[src/hdl/fetch_pkg.sv]
/*
 * fetch prediction package
 * widths, reset values, opcodes and the structs passed between the
 * instruction scanner, the predictors and the fetch stage top
 */
`default_nettype none

package fetch_pkg;

  // ------------------------------
  // sizes and reset values
  // ------------------------------
  localparam int VLEN           = 32;
  localparam int BHT_ENTRIES    = 16;
  localparam int RAS_DEPTH      = 4;
  localparam int DECODE_CREDITS = 4;

  // widths derived from the sizes above
  localparam int BHT_IDX_W = $clog2(BHT_ENTRIES);
  localparam int RAS_CNT_W = $clog2(RAS_DEPTH + 1);
  localparam int CREDIT_W  = $clog2(DECODE_CREDITS + 1);

  typedef logic [VLEN-1:0]      vaddr_t;
  typedef logic [31:0]          instr_t;
  typedef logic [BHT_IDX_W-1:0] bht_idx_t;
  typedef logic [1:0]           bht_cnt_t;
  typedef logic [RAS_CNT_W-1:0] ras_cnt_t;
  typedef logic [CREDIT_W-1:0]  credit_cnt_t;

  localparam vaddr_t   BOOT_ADDR   = 32'h0000_1000;
  // counters start out weakly not-taken
  localparam bht_cnt_t BHT_WEAK_NT = 2'b01;

  // ------------------------------
  // opcodes seen by the scanner
  // ------------------------------
  localparam logic [6:0] OPCODE_BRANCH = 7'b110_0011;
  localparam logic [6:0] OPCODE_JALR   = 7'b110_0111;
  localparam logic [6:0] OPCODE_JAL    = 7'b110_1111;
  // compressed quadrants and funct3 values
  localparam logic [1:0] OPCODE_C1          = 2'b01;
  localparam logic [1:0] OPCODE_C2          = 2'b10;
  localparam logic [2:0] OPCODE_C1_JAL      = 3'b001;
  localparam logic [2:0] OPCODE_C1_J        = 3'b101;
  localparam logic [2:0] OPCODE_C1_BEQZ     = 3'b110;
  localparam logic [2:0] OPCODE_C1_BNEZ     = 3'b111;
  localparam logic [2:0] OPCODE_C2_JALR_ADD = 3'b100;

  // ------------------------------
  // structs
  // ------------------------------
  // scanner result for one fetched instruction
  typedef struct packed {
    logic   rvi_return;
    logic   rvi_call;
    logic   rvi_branch;
    logic   rvi_jalr;
    logic   rvi_jump;
    vaddr_t rvi_imm;
    logic   rvc_branch;
    logic   rvc_jump;
    logic   rvc_jr;
    logic   rvc_return;
    logic   rvc_jalr;
    logic   rvc_call;
    vaddr_t rvc_imm;
    logic   is_compressed;
  } scan_t;

  // one entry handed to decode
  typedef struct packed {
    logic   valid;
    vaddr_t pc;
    instr_t instr;
    logic   is_compressed;
    logic   predict_taken;
    vaddr_t predict_target;
  } fetch_entry_t;

  // resolution of a control-flow instruction from the back end
  typedef struct packed {
    logic   valid;
    logic   is_branch;
    vaddr_t pc;
    logic   taken;
    logic   mispredict;
    vaddr_t target;
  } resolve_t;

  // counter update towards the branch history table
  typedef struct packed {
    logic   valid;
    vaddr_t pc;
    logic   taken;
  } bht_update_t;

endpackage

`default_nettype wire

[src/hdl/instr_scan.sv]
/*
 * instruction scanner
 * classifies one aligned instruction as branch, jump, call or return
 * and extracts its sign-extended immediate
 */
`default_nettype none

module instr_scan
  import fetch_pkg::*;
(
  input  instr_t instr_i,
  output scan_t  scan_o
);

  // ------------------------------
  // immediate builders
  // ------------------------------
  // B-type offset of a conditional branch
  function automatic vaddr_t b_imm(input instr_t instr);
    return {{(VLEN-12){instr[31]}}, instr[7], instr[30:25], instr[11:8], 1'b0};
  endfunction

  // J-type offset of a jal
  function automatic vaddr_t j_imm(input instr_t instr);
    return {{(VLEN-20){instr[31]}}, instr[19:12], instr[20], instr[30:21], 1'b0};
  endfunction

  // the CB offset of c.beqz and c.bnez holds 9 bits with the sign taken from bit 12
  function automatic vaddr_t cb_imm(input instr_t instr);
    return {{(VLEN-8){instr[12]}}, instr[6:5], instr[2], instr[11:10],
            instr[4:3], 1'b0};
  endfunction

  // the CJ offset of c.j and c.jal holds 12 bits with the sign taken from bit 12
  function automatic vaddr_t cj_imm(input instr_t instr);
    return {{(VLEN-11){instr[12]}}, instr[8], instr[10:9], instr[6], instr[7],
            instr[2], instr[11], instr[5:3], 1'b0};
  endfunction

  logic is_rvc;
  logic is_xret;
  logic rvi_jalr;
  logic rvi_jump;
  logic rvc_jal;
  logic rvc_j;
  logic is_jal_r;
  logic rvc_jr;
  logic rvc_jalr;

  // anything whose low two bits are not 11 is a 16-bit instruction
  assign is_rvc = (instr_i[1:0] != 2'b11);

  // mret and sret differ only in bit 29 while bits 31:30 stay clear
  assign is_xret = (instr_i[31:30] == 2'b00) && (instr_i[28:0] == 29'h1020_0073);

  // ------------------------------
  // 32-bit control flow
  // ------------------------------
  assign rvi_jalr = (instr_i[6:0] == OPCODE_JALR);
  // an xret is treated as a jump to itself
  assign rvi_jump = (instr_i[6:0] == OPCODE_JAL) || is_xret;

  // a return reads x1 or x5 and does not link to the same register
  assign scan_o.rvi_return = rvi_jalr && ((instr_i[19:15] == 5'd1) || (instr_i[19:15] == 5'd5))
                             && (instr_i[19:15] != instr_i[11:7]);
  // a call links to x1 or x5
  assign scan_o.rvi_call   = (rvi_jalr || rvi_jump)
                             && ((instr_i[11:7] == 5'd1) || (instr_i[11:7] == 5'd5));
  assign scan_o.rvi_branch = (instr_i[6:0] == OPCODE_BRANCH);
  assign scan_o.rvi_jalr   = rvi_jalr;
  assign scan_o.rvi_jump   = rvi_jump;
  // bit 3 separates jal from branch; a jalr has no static target
  assign scan_o.rvi_imm    = is_xret ? '0 : (instr_i[3] ? j_imm(instr_i) : b_imm(instr_i));

  // ------------------------------
  // compressed control flow
  // ------------------------------
  // on RV32 this encoding is c.jal, which links to x1
  assign rvc_jal = is_rvc && (instr_i[1:0] == OPCODE_C1) && (instr_i[15:13] == OPCODE_C1_JAL);
  assign rvc_j   = is_rvc && (instr_i[1:0] == OPCODE_C1) && (instr_i[15:13] == OPCODE_C1_J);

  // c.jr and c.jalr share funct3 and have rs2 = x0
  assign is_jal_r = is_rvc && (instr_i[1:0] == OPCODE_C2)
                    && (instr_i[15:13] == OPCODE_C2_JALR_ADD) && (instr_i[6:2] == 5'd0);
  assign rvc_jr   = is_jal_r && !instr_i[12];
  assign rvc_jalr = is_jal_r && instr_i[12];

  assign scan_o.rvc_branch = is_rvc && (instr_i[1:0] == OPCODE_C1)
                             && ((instr_i[15:13] == OPCODE_C1_BEQZ)
                                 || (instr_i[15:13] == OPCODE_C1_BNEZ));
  assign scan_o.rvc_jump   = rvc_j || rvc_jal;
  assign scan_o.rvc_jr     = rvc_jr;
  assign scan_o.rvc_jalr   = rvc_jalr;
  assign scan_o.rvc_call   = rvc_jalr || rvc_jal;
  // c.jr through a link register is a return
  assign scan_o.rvc_return = rvc_jr && ((instr_i[11:7] == 5'd1) || (instr_i[11:7] == 5'd5));
  // funct3 bit 14 is set for the branches and clear for the jumps
  assign scan_o.rvc_imm    = instr_i[14] ? cb_imm(instr_i) : cj_imm(instr_i);

  assign scan_o.is_compressed = is_rvc;

endmodule

`default_nettype wire

[src/hdl/bht.sv]
/*
 * branch history table
 * 2-bit saturating counters read by fetch address, trained by resolves
 */
`default_nettype none

module bht
  import fetch_pkg::*;
(
  input  logic        clk_i,
  input  logic        rst_n_i,
  input  vaddr_t      pc_i,
  output logic        taken_o,
  input  bht_update_t update_i
);

  bht_cnt_t cnt_q [BHT_ENTRIES];
  bht_idx_t rd_idx;
  bht_idx_t wr_idx;

  // bit 0 is always zero for aligned instructions, so indexing starts at bit 1
  assign rd_idx = pc_i[BHT_IDX_W:1];
  assign wr_idx = update_i.pc[BHT_IDX_W:1];

  // the upper counter bit is the prediction
  assign taken_o = cnt_q[rd_idx][1];

  // ------------------------------
  // counter training
  // ------------------------------
  always_ff @(posedge clk_i) begin
    if (!rst_n_i) begin
      for (int i = 0; i < BHT_ENTRIES; i++) begin
        cnt_q[i] <= BHT_WEAK_NT;
      end
    end else if (update_i.valid) begin
      // count up on taken and down on not-taken, holding at both ends
      if (update_i.taken) begin
        if (cnt_q[wr_idx] != 2'b11) begin
          cnt_q[wr_idx] <= cnt_q[wr_idx] + 2'd1;
        end
      end else begin
        if (cnt_q[wr_idx] != 2'b00) begin
          cnt_q[wr_idx] <= cnt_q[wr_idx] - 2'd1;
        end
      end
    end
  end

endmodule

`default_nettype wire

[src/hdl/ras.sv]
/*
 * return address stack
 * top entry sits at index 0, a push onto a full stack drops the oldest
 */
`default_nettype none

module ras
  import fetch_pkg::*;
(
  input  logic   clk_i,
  input  logic   rst_n_i,
  input  logic   push_i,
  input  logic   pop_i,
  input  vaddr_t data_i,
  output vaddr_t top_o,
  output logic   empty_o
);

  vaddr_t   stack_q [RAS_DEPTH];
  ras_cnt_t count_q;

  assign top_o   = stack_q[0];
  assign empty_o = (count_q == '0);

  // ------------------------------
  // entry storage
  // ------------------------------
  always_ff @(posedge clk_i) begin
    if (push_i && pop_i) begin
      // pop then push only swaps the top
      stack_q[0] <= data_i;
    end else if (push_i) begin
      // everything moves one deeper and the last slot falls off
      for (int i = RAS_DEPTH - 1; i > 0; i--) begin
        stack_q[i] <= stack_q[i-1];
      end
      stack_q[0] <= data_i;
    end else if (pop_i) begin
      for (int i = 0; i < RAS_DEPTH - 1; i++) begin
        stack_q[i] <= stack_q[i+1];
      end
    end
  end

  // occupancy, saturating at the depth on overflow
  always_ff @(posedge clk_i) begin
    if (!rst_n_i) begin
      count_q <= '0;
    end else if (push_i && !pop_i) begin
      if (count_q != ras_cnt_t'(RAS_DEPTH)) begin
        count_q <= count_q + 1'b1;
      end
    end else if (pop_i && !push_i) begin
      if (count_q != '0) begin
        count_q <= count_q - 1'b1;
      end
    end else if (push_i && pop_i && (count_q == '0)) begin
      // a replace on an empty stack still leaves one valid entry
      count_q <= ras_cnt_t'(1);
    end
  end

endmodule

`default_nettype wire

[src/hdl/frontend.sv]
/*
 * fetch stage top
 * program counter, decode credits and next-pc prediction from the
 * scanner, the branch history table and the return address stack
 */
`default_nettype none

module frontend
  import fetch_pkg::*;
(
  input  logic         clk_i,
  input  logic         rst_n_i,
  output vaddr_t       fetch_addr_o,
  input  instr_t       fetch_instr_i,
  output fetch_entry_t entry_o,
  input  logic         credit_i,
  input  resolve_t     resolve_i
);

  vaddr_t      pc_q;
  credit_cnt_t credit_q;
  logic        fetch_en_q;

  scan_t       scan;
  bht_update_t bht_update;
  logic        bht_taken;
  vaddr_t      ras_top;
  logic        ras_empty;

  logic        redirect;
  logic        issue;
  logic        is_branch;
  logic        is_jump;
  logic        is_call;
  logic        is_return;
  logic        branch_taken;
  logic        return_taken;
  logic        predict_taken;
  vaddr_t      imm;
  vaddr_t      seq_pc;
  vaddr_t      predict_target;

  // ------------------------------
  // predictors
  // ------------------------------
  instr_scan i_instr_scan (
    .instr_i (fetch_instr_i),
    .scan_o  (scan)
  );

  // only conditional branches train the counters
  assign bht_update.valid = resolve_i.valid && resolve_i.is_branch;
  assign bht_update.pc    = resolve_i.pc;
  assign bht_update.taken = resolve_i.taken;

  bht i_bht (
    .clk_i    (clk_i),
    .rst_n_i  (rst_n_i),
    .pc_i     (pc_q),
    .taken_o  (bht_taken),
    .update_i (bht_update)
  );

  ras i_ras (
    .clk_i   (clk_i),
    .rst_n_i (rst_n_i),
    .push_i  (issue && is_call),
    .pop_i   (issue && return_taken),
    .data_i  (seq_pc),
    .top_o   (ras_top),
    .empty_o (ras_empty)
  );

  // ------------------------------
  // prediction
  // ------------------------------
  assign is_branch = scan.rvi_branch || scan.rvc_branch;
  assign is_jump   = scan.rvi_jump || scan.rvc_jump;
  assign is_call   = scan.rvi_call || scan.rvc_call;
  assign is_return = scan.rvi_return || scan.rvc_return;

  assign imm    = scan.is_compressed ? scan.rvc_imm : scan.rvi_imm;
  assign seq_pc = pc_q + (scan.is_compressed ? vaddr_t'(2) : vaddr_t'(4));

  assign branch_taken = is_branch && bht_taken;
  // with nothing on the stack a return falls through
  assign return_taken = is_return && !ras_empty;
  // other register jumps have no target source and stay not-taken
  assign predict_taken = branch_taken || is_jump || return_taken;

  always_comb begin
    if (return_taken) begin
      predict_target = ras_top;
    end else if (branch_taken || is_jump) begin
      predict_target = pc_q + imm;
    end else begin
      predict_target = seq_pc;
    end
  end

  // ------------------------------
  // issue and flow control
  // ------------------------------
  assign redirect = resolve_i.valid && resolve_i.mispredict;
  // a redirect squashes the entry fetched in the same cycle
  assign issue    = fetch_en_q && (credit_q != '0) && !redirect;

  assign fetch_addr_o = pc_q;

  assign entry_o.valid          = issue;
  assign entry_o.pc             = pc_q;
  assign entry_o.instr          = fetch_instr_i;
  assign entry_o.is_compressed  = scan.is_compressed;
  assign entry_o.predict_taken  = predict_taken;
  assign entry_o.predict_target = predict_target;

  // fetch starts the cycle after reset is released
  always_ff @(posedge clk_i) begin
    if (!rst_n_i) begin
      fetch_en_q <= 1'b0;
    end else begin
      fetch_en_q <= 1'b1;
    end
  end

  always_ff @(posedge clk_i) begin
    if (!rst_n_i) begin
      pc_q <= BOOT_ADDR;
    end else if (redirect) begin
      pc_q <= resolve_i.target;
    end else if (issue) begin
      pc_q <= predict_target;
    end
  end

  // an issue and a returned credit in one cycle cancel out
  always_ff @(posedge clk_i) begin
    if (!rst_n_i) begin
      credit_q <= credit_cnt_t'(DECODE_CREDITS);
    end else if (issue && !credit_i) begin
      credit_q <= credit_q - 1'b1;
    end else if (credit_i && !issue) begin
      if (credit_q != credit_cnt_t'(DECODE_CREDITS)) begin
        credit_q <= credit_q + 1'b1;
      end
    end
  end

endmodule

`default_nettype wire

[config.mk]
export PLATFORM = sky130hd
export DESIGN_NAME = frontend
export DESIGN_NICKNAME = d
export VERILOG_FILES = /design/src/hdl/fetch_pkg.sv /design/src/hdl/instr_scan.sv /design/src/hdl/bht.sv /design/src/hdl/ras.sv /design/src/hdl/frontend.sv
export SDC_FILE = /design/constraint.sdc
export NUM_CORES = 1
export LEC_CHECK = 0
export BUFFER_PORTS_ARGS = -buffer_cell sky130_fd_sc_hd__buf_2
export CELL_PAD_IN_SITES_DETAIL_PLACEMENT = 1
export CELL_PAD_IN_SITES_GLOBAL_PLACEMENT = 2
export CORE_ASPECT_RATIO = 0.75
export CORE_UTILIZATION = 36
export DETAILED_ROUTE_END_ITERATION = 7
export PLACE_DENSITY_LB_ADDON = 0.08
export SYNTH_ARGS = -nofsm -noshare
export SYNTH_HDL_FRONTEND = slang
export SYNTH_SLANG_ARGS = --single-unit
[constraint.sdc]
create_clock -name clk_i -period 10 [get_ports clk_i]
set_input_delay 3 -clock clk_i [delete_from_list [all_inputs] [get_ports clk_i]]
set_output_delay 3 -clock clk_i [all_outputs]
set_load 0.01 [all_outputs]
==> run summary, run 1 <==
outcome: complete, no violations
CTS HTree Levels: 1
max-slew violations: 0
n_diodes: 0
share of async-settable or async-resettable flops after synthesis: 0
Critical Path Max Stage Delay: 0.50 ns
Starting Density: 0.3658
die width: 218.8 um
Warnings, synthesis: 0
core area: 34700 sq um
register clock-pin slew on the reported worst setup and hold paths: 0.06 ns
worst-skew pair later-pin latency: 0.53 ns
Syn Area/Cell: 10.28 sq um
worst-case headroom to the max-slew limit: 0.3249
CP top delay family: simple AND/OR/NAND/NOR gates
WL/cell: 22.94 um
hold crit path type: reg -> reg
share of cells above drive strength 1: 0.2818
CTS tree: yes
GRT overflow: 0
largest net degree at the start of global routing: 65
Synth Register Bits: 203
fmax: 101.6 MHz
CP Data Arrival Time: 6.85 ns
final WL: 42230 um
hold slack: 0.4414 ns
WP buf/inv: 3
Synth Cell Area: 12690 sq um
vias in the first global route: 10.27k
post-synth cell types: 76
maximum vdd drop: 0.0001074 V
register area share after synthesis: 0.4464
DRT antenna net count: 0
Final Hold Viols: 0
Period Utilization, post-route: 0.9846
final setup TNS: 0 ns
crit path cell chain: buf_2 > or4_1 > or4_1 > nor4_4 > o22ai_1 > ha_1 > buf_4 > nand3_1 > nor4_1 > a22oi_1 > nand2_1 > a31oi_2 > o31ai_2 > xor2_1 > a221o_1 > buf_2
Synth area leaders: edfxtp_1, mux2_2, dfxtp_1
Setup CP Type: in -> out
clk root buf: clkbuf_16
row count: 59
Final HPWL DP: 31440 um
Layout area overhead: 15.37%
initial antenna violation count: 0
input/output buffers: 205
vias: 10.09k
crit start category: input port
Worst EP required: 7.00 ns
I/O pin cnt: 234
total track usage: 0.2344
EDFF count, synth: 160
Post-Syn Nets: 1385
leading cell type in the layout, fill and taps excluded: buf_2
hold bufs inserted after CTS: 0
Syn Inst Count: 1235
Pwr Density: 162.7 nW/um^2
slowest cell on the critical path: or4_1
DRC violation count after routing: 0
P_leak: 5.746 nW
Finished Core Util: 0.4220
vias per std cell: 5.478
max-cap violations: 0
commonest cells after routing, fill and taps aside: buf_2, edfxtp_1, nand2_1
RD Place Congestion: 0.8339
CTS resizes: 0
Die ar.: 36020 sq um
worst slew pin tran: 1.011 ns
Die H: 164.6 um
iteration-0 DRC count of the detailed router: 544
Top FF cell, synth: edfxtp_1
Final Power: 2.382 mW
worst clock skew: 0.01076 ns
setup repair bufs after CTS: 0
nets: 1516
min Tclk post-route: 9.846 ns
final number of setup-violating endpoints: 0
fillers: 3904
Synth top area share: 0.3785
CP max FO: 6
post-synth top area cell: edfxtp_1
total CTS buffers: 24
CTS max path bufs: 3
first-pass iteration count of the detailed router: 5
Num Clock Sinks: 203
global-route wire length before repair: 63490 um
RSZ-0062 raised after global routing: no
Worst setup EP type: output pin
-- logic make-up (layout without fill, tap and decap cells) --
logic type	count (synthesis)	count (layout)	synth area share
and+or+nand+nor	359	359	0.1377
AOI/OAI and AO/OA	269	269	0.1355
DFF	203	203	0.4464
buffers and inverters	172	321	0.07275
muxes	126	126	0.1188
xor gates and xnor gates	59	59	0.04071
adders and majority gates	47	47	0.04811
-- area by class of cell --
type	instances	area (sq um)	area share
Inverter	43	162.7	0.01111
Timing Repair Buffer	234	1244	0.08494
Clock inverter	14	178.9	0.01222
Tap cell	457	571.8	0.03905
Sequential cell	203	5665	0.3869
Clock buffer	30	654.4	0.04469
Multi-Input combinational cell	860	6166	0.4211
-- synth_stat cells (25+ instances only) --
| library cell | instances |
|---|---|
| xnor2_1 | 34 |
| o21ai_0 | 37 |
| nand2_1 | 98 |
| o21ai_1 | 39 |
| buf_4 | 70 |
| mux2i_1 | 31 |
| mux2_2 | 84 |
| xor2_1 | 25 |
| dfxtp_1 | 43 |
| a21oi_1 | 61 |
| edfxtp_1 | 160 |
| nor2_1 | 91 |
| ha_1 | 44 |
| inv_1 | 41 |
| clkbuf_1 | 44 |
| nand3_1 | 55 |
-- final timing paths --
| path | startpoint | endpoint | slack, ns | cells past startpoint |
|---|---|---|---|---|
| worst min register to register | i_ras.stack_q[2][20]$_DFFE_PP_ | i_ras.stack_q[3][20]$_DFFE_PP_ | 0.44 | 0 |
| worst min-delay path | i_ras.stack_q[2][20]$_DFFE_PP_ | i_ras.stack_q[3][20]$_DFFE_PP_ | 0.44 | 0 |
| worst max register to register | flop | fetch_addr_o[18]$_SDFFE_PN0N_ | 6.23 | 9 |
| worst max-delay path | fetch_instr_i[9] | entry_o[29] | 0.15 | 16 |
-- state kept, by name, summed over array words and instances (netlist names), named ones only --
name and flops:
credit_q 3, fetch_addr_o 32, fetch_en_q 1, i_bht.cnt_q 32, i_ras.count_q 3, i_ras.stack_q 128
-- report_power, final --
| group | internal, mW | switching, mW | leakage [nW] |
|---|---|---|---|
| Combinational | 0.188 | 0.291 | 3.56 |
| Clock | 0.568 | 0.369 | 0.402 |
| Sequential | 0.926 | 0.0402 | 1.79 |
| Total | 1.68 | 0.700 | 5.75 |
-- routing by layer --
metal	part of all wire	vias to the layer above	wire length, um	track usage
met5	0	-	0	0
met4	0.018	0	765	0.04672
met3	0.044	44	1846	0.02652
met2	0.45	264	18910	0.3667
met1	0.49	5002	20700	0.3483
li1	-	4775	-	-
-- through the flow --
step | cell area (sq um) | std cells | setup WS (ns)
after floorplan | 12690 | 1235 | 0.8285
after global placement | 13780 | 1797 | 0.05058
after detailed placement | 13780 | 1797 | 0.02285
after CTS | 14620 | 1841 | 0.009603
after global routing | 14640 | 1841 | 0.03045
final | 14640 | 1841 | 0.1542
Note: power is estimated with default switching activity, not from simulation.
==> run 2: changes to the inputs <==
RECOVER_POWER = 25   (was unset)
==> run 2 against run 1 <==
Compared with the run above: the run now ends with max-capacitance violations, max-slew violations left; flip-flop and latch count unchanged; via count up 0.18%; core utilization down 0.30 points; non-clock buffer count unchanged; total power down 0.22%.
==> run summary, run 2 (synthesized netlist as in run 1, its figures left out) <==
outcome: finished with violations
failing checks: max-capacitance violations, max-slew violations
Num Clock Sinks: 203 (unchanged)
Worst EP required: 7.00 ns (about the same)
total track usage: 0.2344 (unchanged)
hold crit path type: reg -> reg
final WL: 42270 um (+0.11%)
worst-skew pair later-pin latency: 0.53 ns (about the same)
crit start category: input port
min-delay src: i_ras.stack_q[2][20]$_DFFE_PP_
largest net degree at the start of global routing: 65 (unchanged)
hold bufs inserted after CTS: 0 (unchanged)
leading cell type in the layout, fill and taps excluded: edfxtp_1
maximum vdd drop: 0.0001071 V (-0.24%)
WL/cell: 22.96 um (+0.11%)
fillers: 3922 (+0.46%)
vias per std cell: 5.488 (+0.18%)
row count: 59 (unchanged)
RD Place Congestion: 0.8339 (unchanged)
worst slew pin tran: 2.250 ns (+1.239 ns)
nets: 1516 (unchanged)
CP Data Arrival Time: 6.86 ns (about the same)
Critical Path Source: fetch_instr_i[9]
worst clock skew: 0.008644 ns (-0.002119 ns)
Die H: 164.6 um (unchanged)
WP buf/inv: 3 (unchanged)
fmax: 101.4 MHz (-0.19%)
iteration-0 DRC count of the detailed router: 571 (+5.0%)
Period Utilization, post-route: 0.9865 (+0.001914)
Layout area overhead: 14.56%
clk root buf: clkbuf_16
largest register by flop count: i_ras.stack_q
DRT antenna net count: 0 (unchanged)
Pwr Density: 163.5 nW/um^2 (+0.49%)
Final Power: 2.377 mW (-0.22%)
Worst setup EP type: output pin
CTS max path bufs: 3 (unchanged)
DRC violation count after routing: 0 (unchanged)
global-route wire length before repair: 63490 um (unchanged)
I/O pin cnt: 234 (unchanged)
worst reg2reg setup slack: 6.19 ns (-0.04 ns)
share of cells above drive strength 1: 0.2290 (-0.05275)
CTS HTree Levels: 1 (unchanged)
worst-case headroom to the max-slew limit: -0.4999 (-0.8248)
Final Hold Viols: 0 (unchanged)
Critical Path Max Stage Delay: 0.50 ns (about the same)
commonest cells after routing, fill and taps aside: edfxtp_1, buf_2, nand2_1
CP max FO: 6 (unchanged)
number of flip-flops under the largest register name: 128 (unchanged)
RSZ-0062 raised after global routing: no
Final HPWL DP: 31440 um (unchanged)
register clock-pin slew on the reported worst setup and hold paths: 0.06 ns (about the same)
slowest cell on the critical path: or4_1
CTS tree: yes
min Tclk post-route: 9.865 ns (+0.01914 ns)
Finished Core Util: 0.4191 (-0.002957)
max-cap violations: 1 (+1)
crit path cell chain: buf_2 > or4_1 > or4_1 > nor4_4 > o22ai_1 > ha_1 > buf_4 > nand3_1 > nor4_1 > a22oi_1 > nand2_1 > a31oi_2 > o31ai_2 > xor2_1 > a221o_1 > buf_2
initial antenna violation count: 0 (unchanged)
die width: 218.8 um (unchanged)
vias: 10.10k (+0.18%)
Starting Density: 0.3658 (unchanged)
P_leak: 5.482 nW (-4.6%)
max-slew violations: 42 (+42)
CP top delay family: simple AND/OR/NAND/NOR gates
final number of setup-violating endpoints: 0 (unchanged)
vias in the first global route: 10.27k (unchanged)
GRT overflow: 0 (unchanged)
final setup TNS: 0 ns (unchanged)
first-pass iteration count of the detailed router: 5 (unchanged)
n_diodes: 0 (unchanged)
Die ar.: 36020 sq um (unchanged)
core area: 34700 sq um (unchanged)
Setup CP Type: in -> out
input/output buffers: 205 (unchanged)
total CTS buffers: 24 (unchanged)
run 2: cell count changes in the layout (fill, tap and decap cells not counted), sizes merged:
cell | previous run | this run
buf | 234 | 164
clkbuf | 30 | 100
run 2: final timing paths:
| kind | end | cells past startpoint |
|---|---|---|
| max | entry_o[29] | 16 |
| min | i_ras.stack_q[3][20]$_DFFE_PP_ | 0 |
| max reg2reg | fetch_addr_o[18]$_SDFFE_PN0N_ | 9 |
| min reg2reg | i_ras.stack_q[3][20]$_DFFE_PP_ | 0 |
run 2: final cells by class:
type / instances / area, sq um / area share
clock buffers: 30 / 654.4 / 0.04500
flip-flops and latches: 203 / 5665 / 0.3896
clock inverters: 14 / 178.9 / 0.01231
multi-input cells: 860 / 6161 / 0.4237
repair buffers: 234 / 1146 / 0.07882
inverters: 43 / 162.7 / 0.01119
well taps: 457 / 571.8 / 0.03933
run 2: layer usage:
metal	track usage	wire length, um	up-vias
met3	0.02652	1760	44
li1	-	-	4773
met4	0.04672	772	0
met5	0	0	-
met2	0.3667	18940	271
met1	0.3483	20800	5015
run 2: report_power, final:
part | internal (mW) | switching (mW)
sequential | 0.926 | 0.0408
clock | 0.568 | 0.369
combinational | 0.181 | 0.291
total | 1.68 | 0.701
run 2: metrics by stage:
stage / area, sq um / worst slack (ns) / hold WS (ns) / instances
after floorplan: 12690 / 0.8285 / 0.4204 / 1235
after global placement: 13780 / 0.05058 / 0.4229 / 1797
after detailed placement: 13780 / 0.02285 / 0.4292 / 1797
after CTS: 14620 / 0.009603 / 0.4429 / 1841
after global routing: 14540 / 0.03045 / 0.4494 / 1841
final: 14540 / 0.1351 / 0.4413 / 1841
run 2: what timing repair did:
item	in CTS	in global routing
endpoints found under the hold margin	0	0
gates resized for setup	0	6
buffers inserted	0	0
endpoints found under the setup margin	0	7
==> run 3: changes to the inputs <==
PLACE_DENSITY_LB_ADDON = 0.25   (was 0.08)
==> run 3 against run 2 <==
Compared with the run above: the flow still finishes with violations (max-capacitance violations, max-slew violations); total power is 1.6% lower; largest cell class unchanged; maximum frequency is 0.40% lower; flip-flop and latch count unchanged; non-clock buffer count is the same; sequential share of layout area about the same; clock power down 4.2%; die area unchanged; routed wire length down 1.1%; first-iteration DRC count up 12%.
==> run summary, run 3 (synthesized netlist as in run 1, its figures left out) <==
outcome: finished with violations
failing checks: max-capacitance violations, max-slew violations
share of cells above drive strength 1: 0.2330 (+0.003998)
nets: 1517 (+0.066%)
WP buf/inv: 2 (-1)
crit path cell chain: buf_2 > or4_1 > or4_1 > nor4_4 > o22ai_1 > ha_4 > nand3_1 > a311oi_2 > a22oi_2 > nand2_1 > a31oi_1 > o31ai_1 > xor2_1 > a221o_1 > buf_2
Critical Path Max Stage Delay: 0.46 ns (-0.04 ns)
CTS max path bufs: 3 (unchanged)
Final HPWL DP: 30770 um (-2.1%)
final number of setup-violating endpoints: 0 (unchanged)
worst-skew pair later-pin latency: 0.53 ns (about the same)
n_diodes: 0 (unchanged)
Num Clock Sinks: 203 (unchanged)
Worst setup EP type: output pin
CP max FO: 8 (+2)
max-cap violations: 1 (unchanged)
Pwr Density: 160.8 nW/um^2 (-1.6%)
RD Place Congestion: 0.8480 (+1.7%)
maximum vdd drop: 0.0001374 V (+28%)
register clock-pin slew on the reported worst setup and hold paths: 0.06 ns (about the same)
Die ar.: 36020 sq um (unchanged)
worst clock skew: 0.01277 ns (+0.004128 ns)
row count: 59 (unchanged)
number of flip-flops under the largest register name: 128 (unchanged)
Finished Core Util: 0.4191 (about the same)
hold crit path type: reg -> reg
CP top delay family: simple AND/OR/NAND/NOR gates
GRT overflow: 0 (unchanged)
iteration-0 DRC count of the detailed router: 641 (+12%)
fmax: 101.0 MHz (-0.40%)
leading cell type in the layout, fill and taps excluded: edfxtp_1
hold bufs inserted after CTS: 0 (unchanged)
Layout area overhead: 14.57% (about the same)
DRC violation count after routing: 0 (unchanged)
fillers: 3968 (+1.2%)
CP Data Arrival Time: 6.90 ns (+0.04 ns)
CTS HTree Levels: 1 (unchanged)
P_leak: 5.487 nW (about the same)
CTS tree: yes
slowest cell on the critical path: or4_1
max-slew violations: 48 (+14%)
RSZ-0062 raised after global routing: yes
die width: 218.8 um (unchanged)
Starting Density: 0.3658 (unchanged)
Period Utilization, post-route: 0.9904 (+0.003923)
vias: 10.19k (+0.87%)
worst slew pin tran: 2.448 ns (+0.1982 ns)
Design Area, Final: 14540 sq um (about the same)
worst-case headroom to the max-slew limit: -0.6321 (-0.1322)
min Tclk post-route: 9.904 ns (+0.03923 ns)
Final Hold Viols: 0 (unchanged)
largest net degree at the start of global routing: 65 (unchanged)
Worst EP required: 7.00 ns (about the same)
initial antenna violation count: 0 (unchanged)
placed cell area: 13770 sq um (-0.11%)
input/output buffers: 205 (unchanged)
largest register by flop count: i_ras.stack_q
total track usage: 0.2303 (-0.004091)
I/O pin cnt: 234 (unchanged)
commonest cells after routing, fill and taps aside: edfxtp_1, buf_2, nand2_1
final WL: 41820 um (-1.1%)
core area: 34700 sq um (unchanged)
clk root buf: clkbuf_16
Setup CP Type: in -> out
Final Power: 2.339 mW (-1.6%)
first-pass iteration count of the detailed router: 5 (unchanged)
WL/cell: 22.69 um (-1.2%)
crit start category: input port
total CTS buffers: 25 (+4.2%)
Die H: 164.6 um (unchanged)
DRT antenna net count: 0 (unchanged)
vias per std cell: 5.530 (+0.76%)
vias in the first global route: 10.32k (+0.50%)
global-route wire length before repair: 62530 um (-1.5%)
==> run 3: cell count changes in the layout (fill, tap and decap cells not counted), sizes merged <==
cell / change
bufinv: -2
clkinv: -2
clkbuf: +1
inv: +1
buf: +5
clkinvlp: -1
==> run 3: final cells by class <==
type	count	area, sq um	area share
multi-input cells	860	6178	0.4249
repair buffers	234	1160	0.07976
well taps	457	571.8	0.03932
clock inverters	10	116.4	0.008002
clock buffers	36	686.9	0.04724
inverters	43	162.7	0.01119
flip-flops and latches	203	5665	0.3896
==> run 3: power by group <==
part / switching (mW) / total [mW] / internal, mW
logic: 0.291 / 0.472 / 0.182
clock network: 0.367 / 0.898 / 0.532
registers: 0.0414 / 0.968 / 0.927
total: 0.699 / 2.34 / 1.64
==> run 3: layer usage <==
metal  up-vias  wire length (um)  track usage
li1       4774                 -            -
met1      5094             20080       0.3329
met2       274             19050       0.3687
met3        49              1724      0.02210
met4         0               962      0.05903
met5         -                 0            0
==> run 3: worst paths after layout <==
check	from	endpoint	slack, ns	depth (start not counted)
hold reg to reg	i_ras.stack_q[2][3]$_DFFE_PP_	i_ras.stack_q[3][3]$_DFFE_PP_	0.44	0
setup / recovery	fetch_instr_i[31]	entry_o[29]	0.1	15
hold / removal	i_ras.stack_q[2][3]$_DFFE_PP_	i_ras.stack_q[3][3]$_DFFE_PP_	0.44	0
setup reg to reg	i_ras.count_q[0]$_SDFFE_PN0P_	i_ras.stack_q[1][26]$_DFFE_PP_	6.39	9
==> run 3: stage by stage <==
stage	cells	worst slack, ns	TNS (ns)	hold WS, ns
floorplan	1235	0.8285	0	0.4204
global placement	1795	0.1623	0	0.4242
detailed placement	1795	0.1040	0	0.4300
CTS	1841	0.09824	0	0.4371
global route	1843	-0.04747	-0.04747	0.4482
finish	1843	0.09584	0	0.4366
==> run 3: what timing repair did <==
action	CTS	global route
endpoints found under the setup margin	0	6
setup buffers	0	2
gates resized for setup	0	9
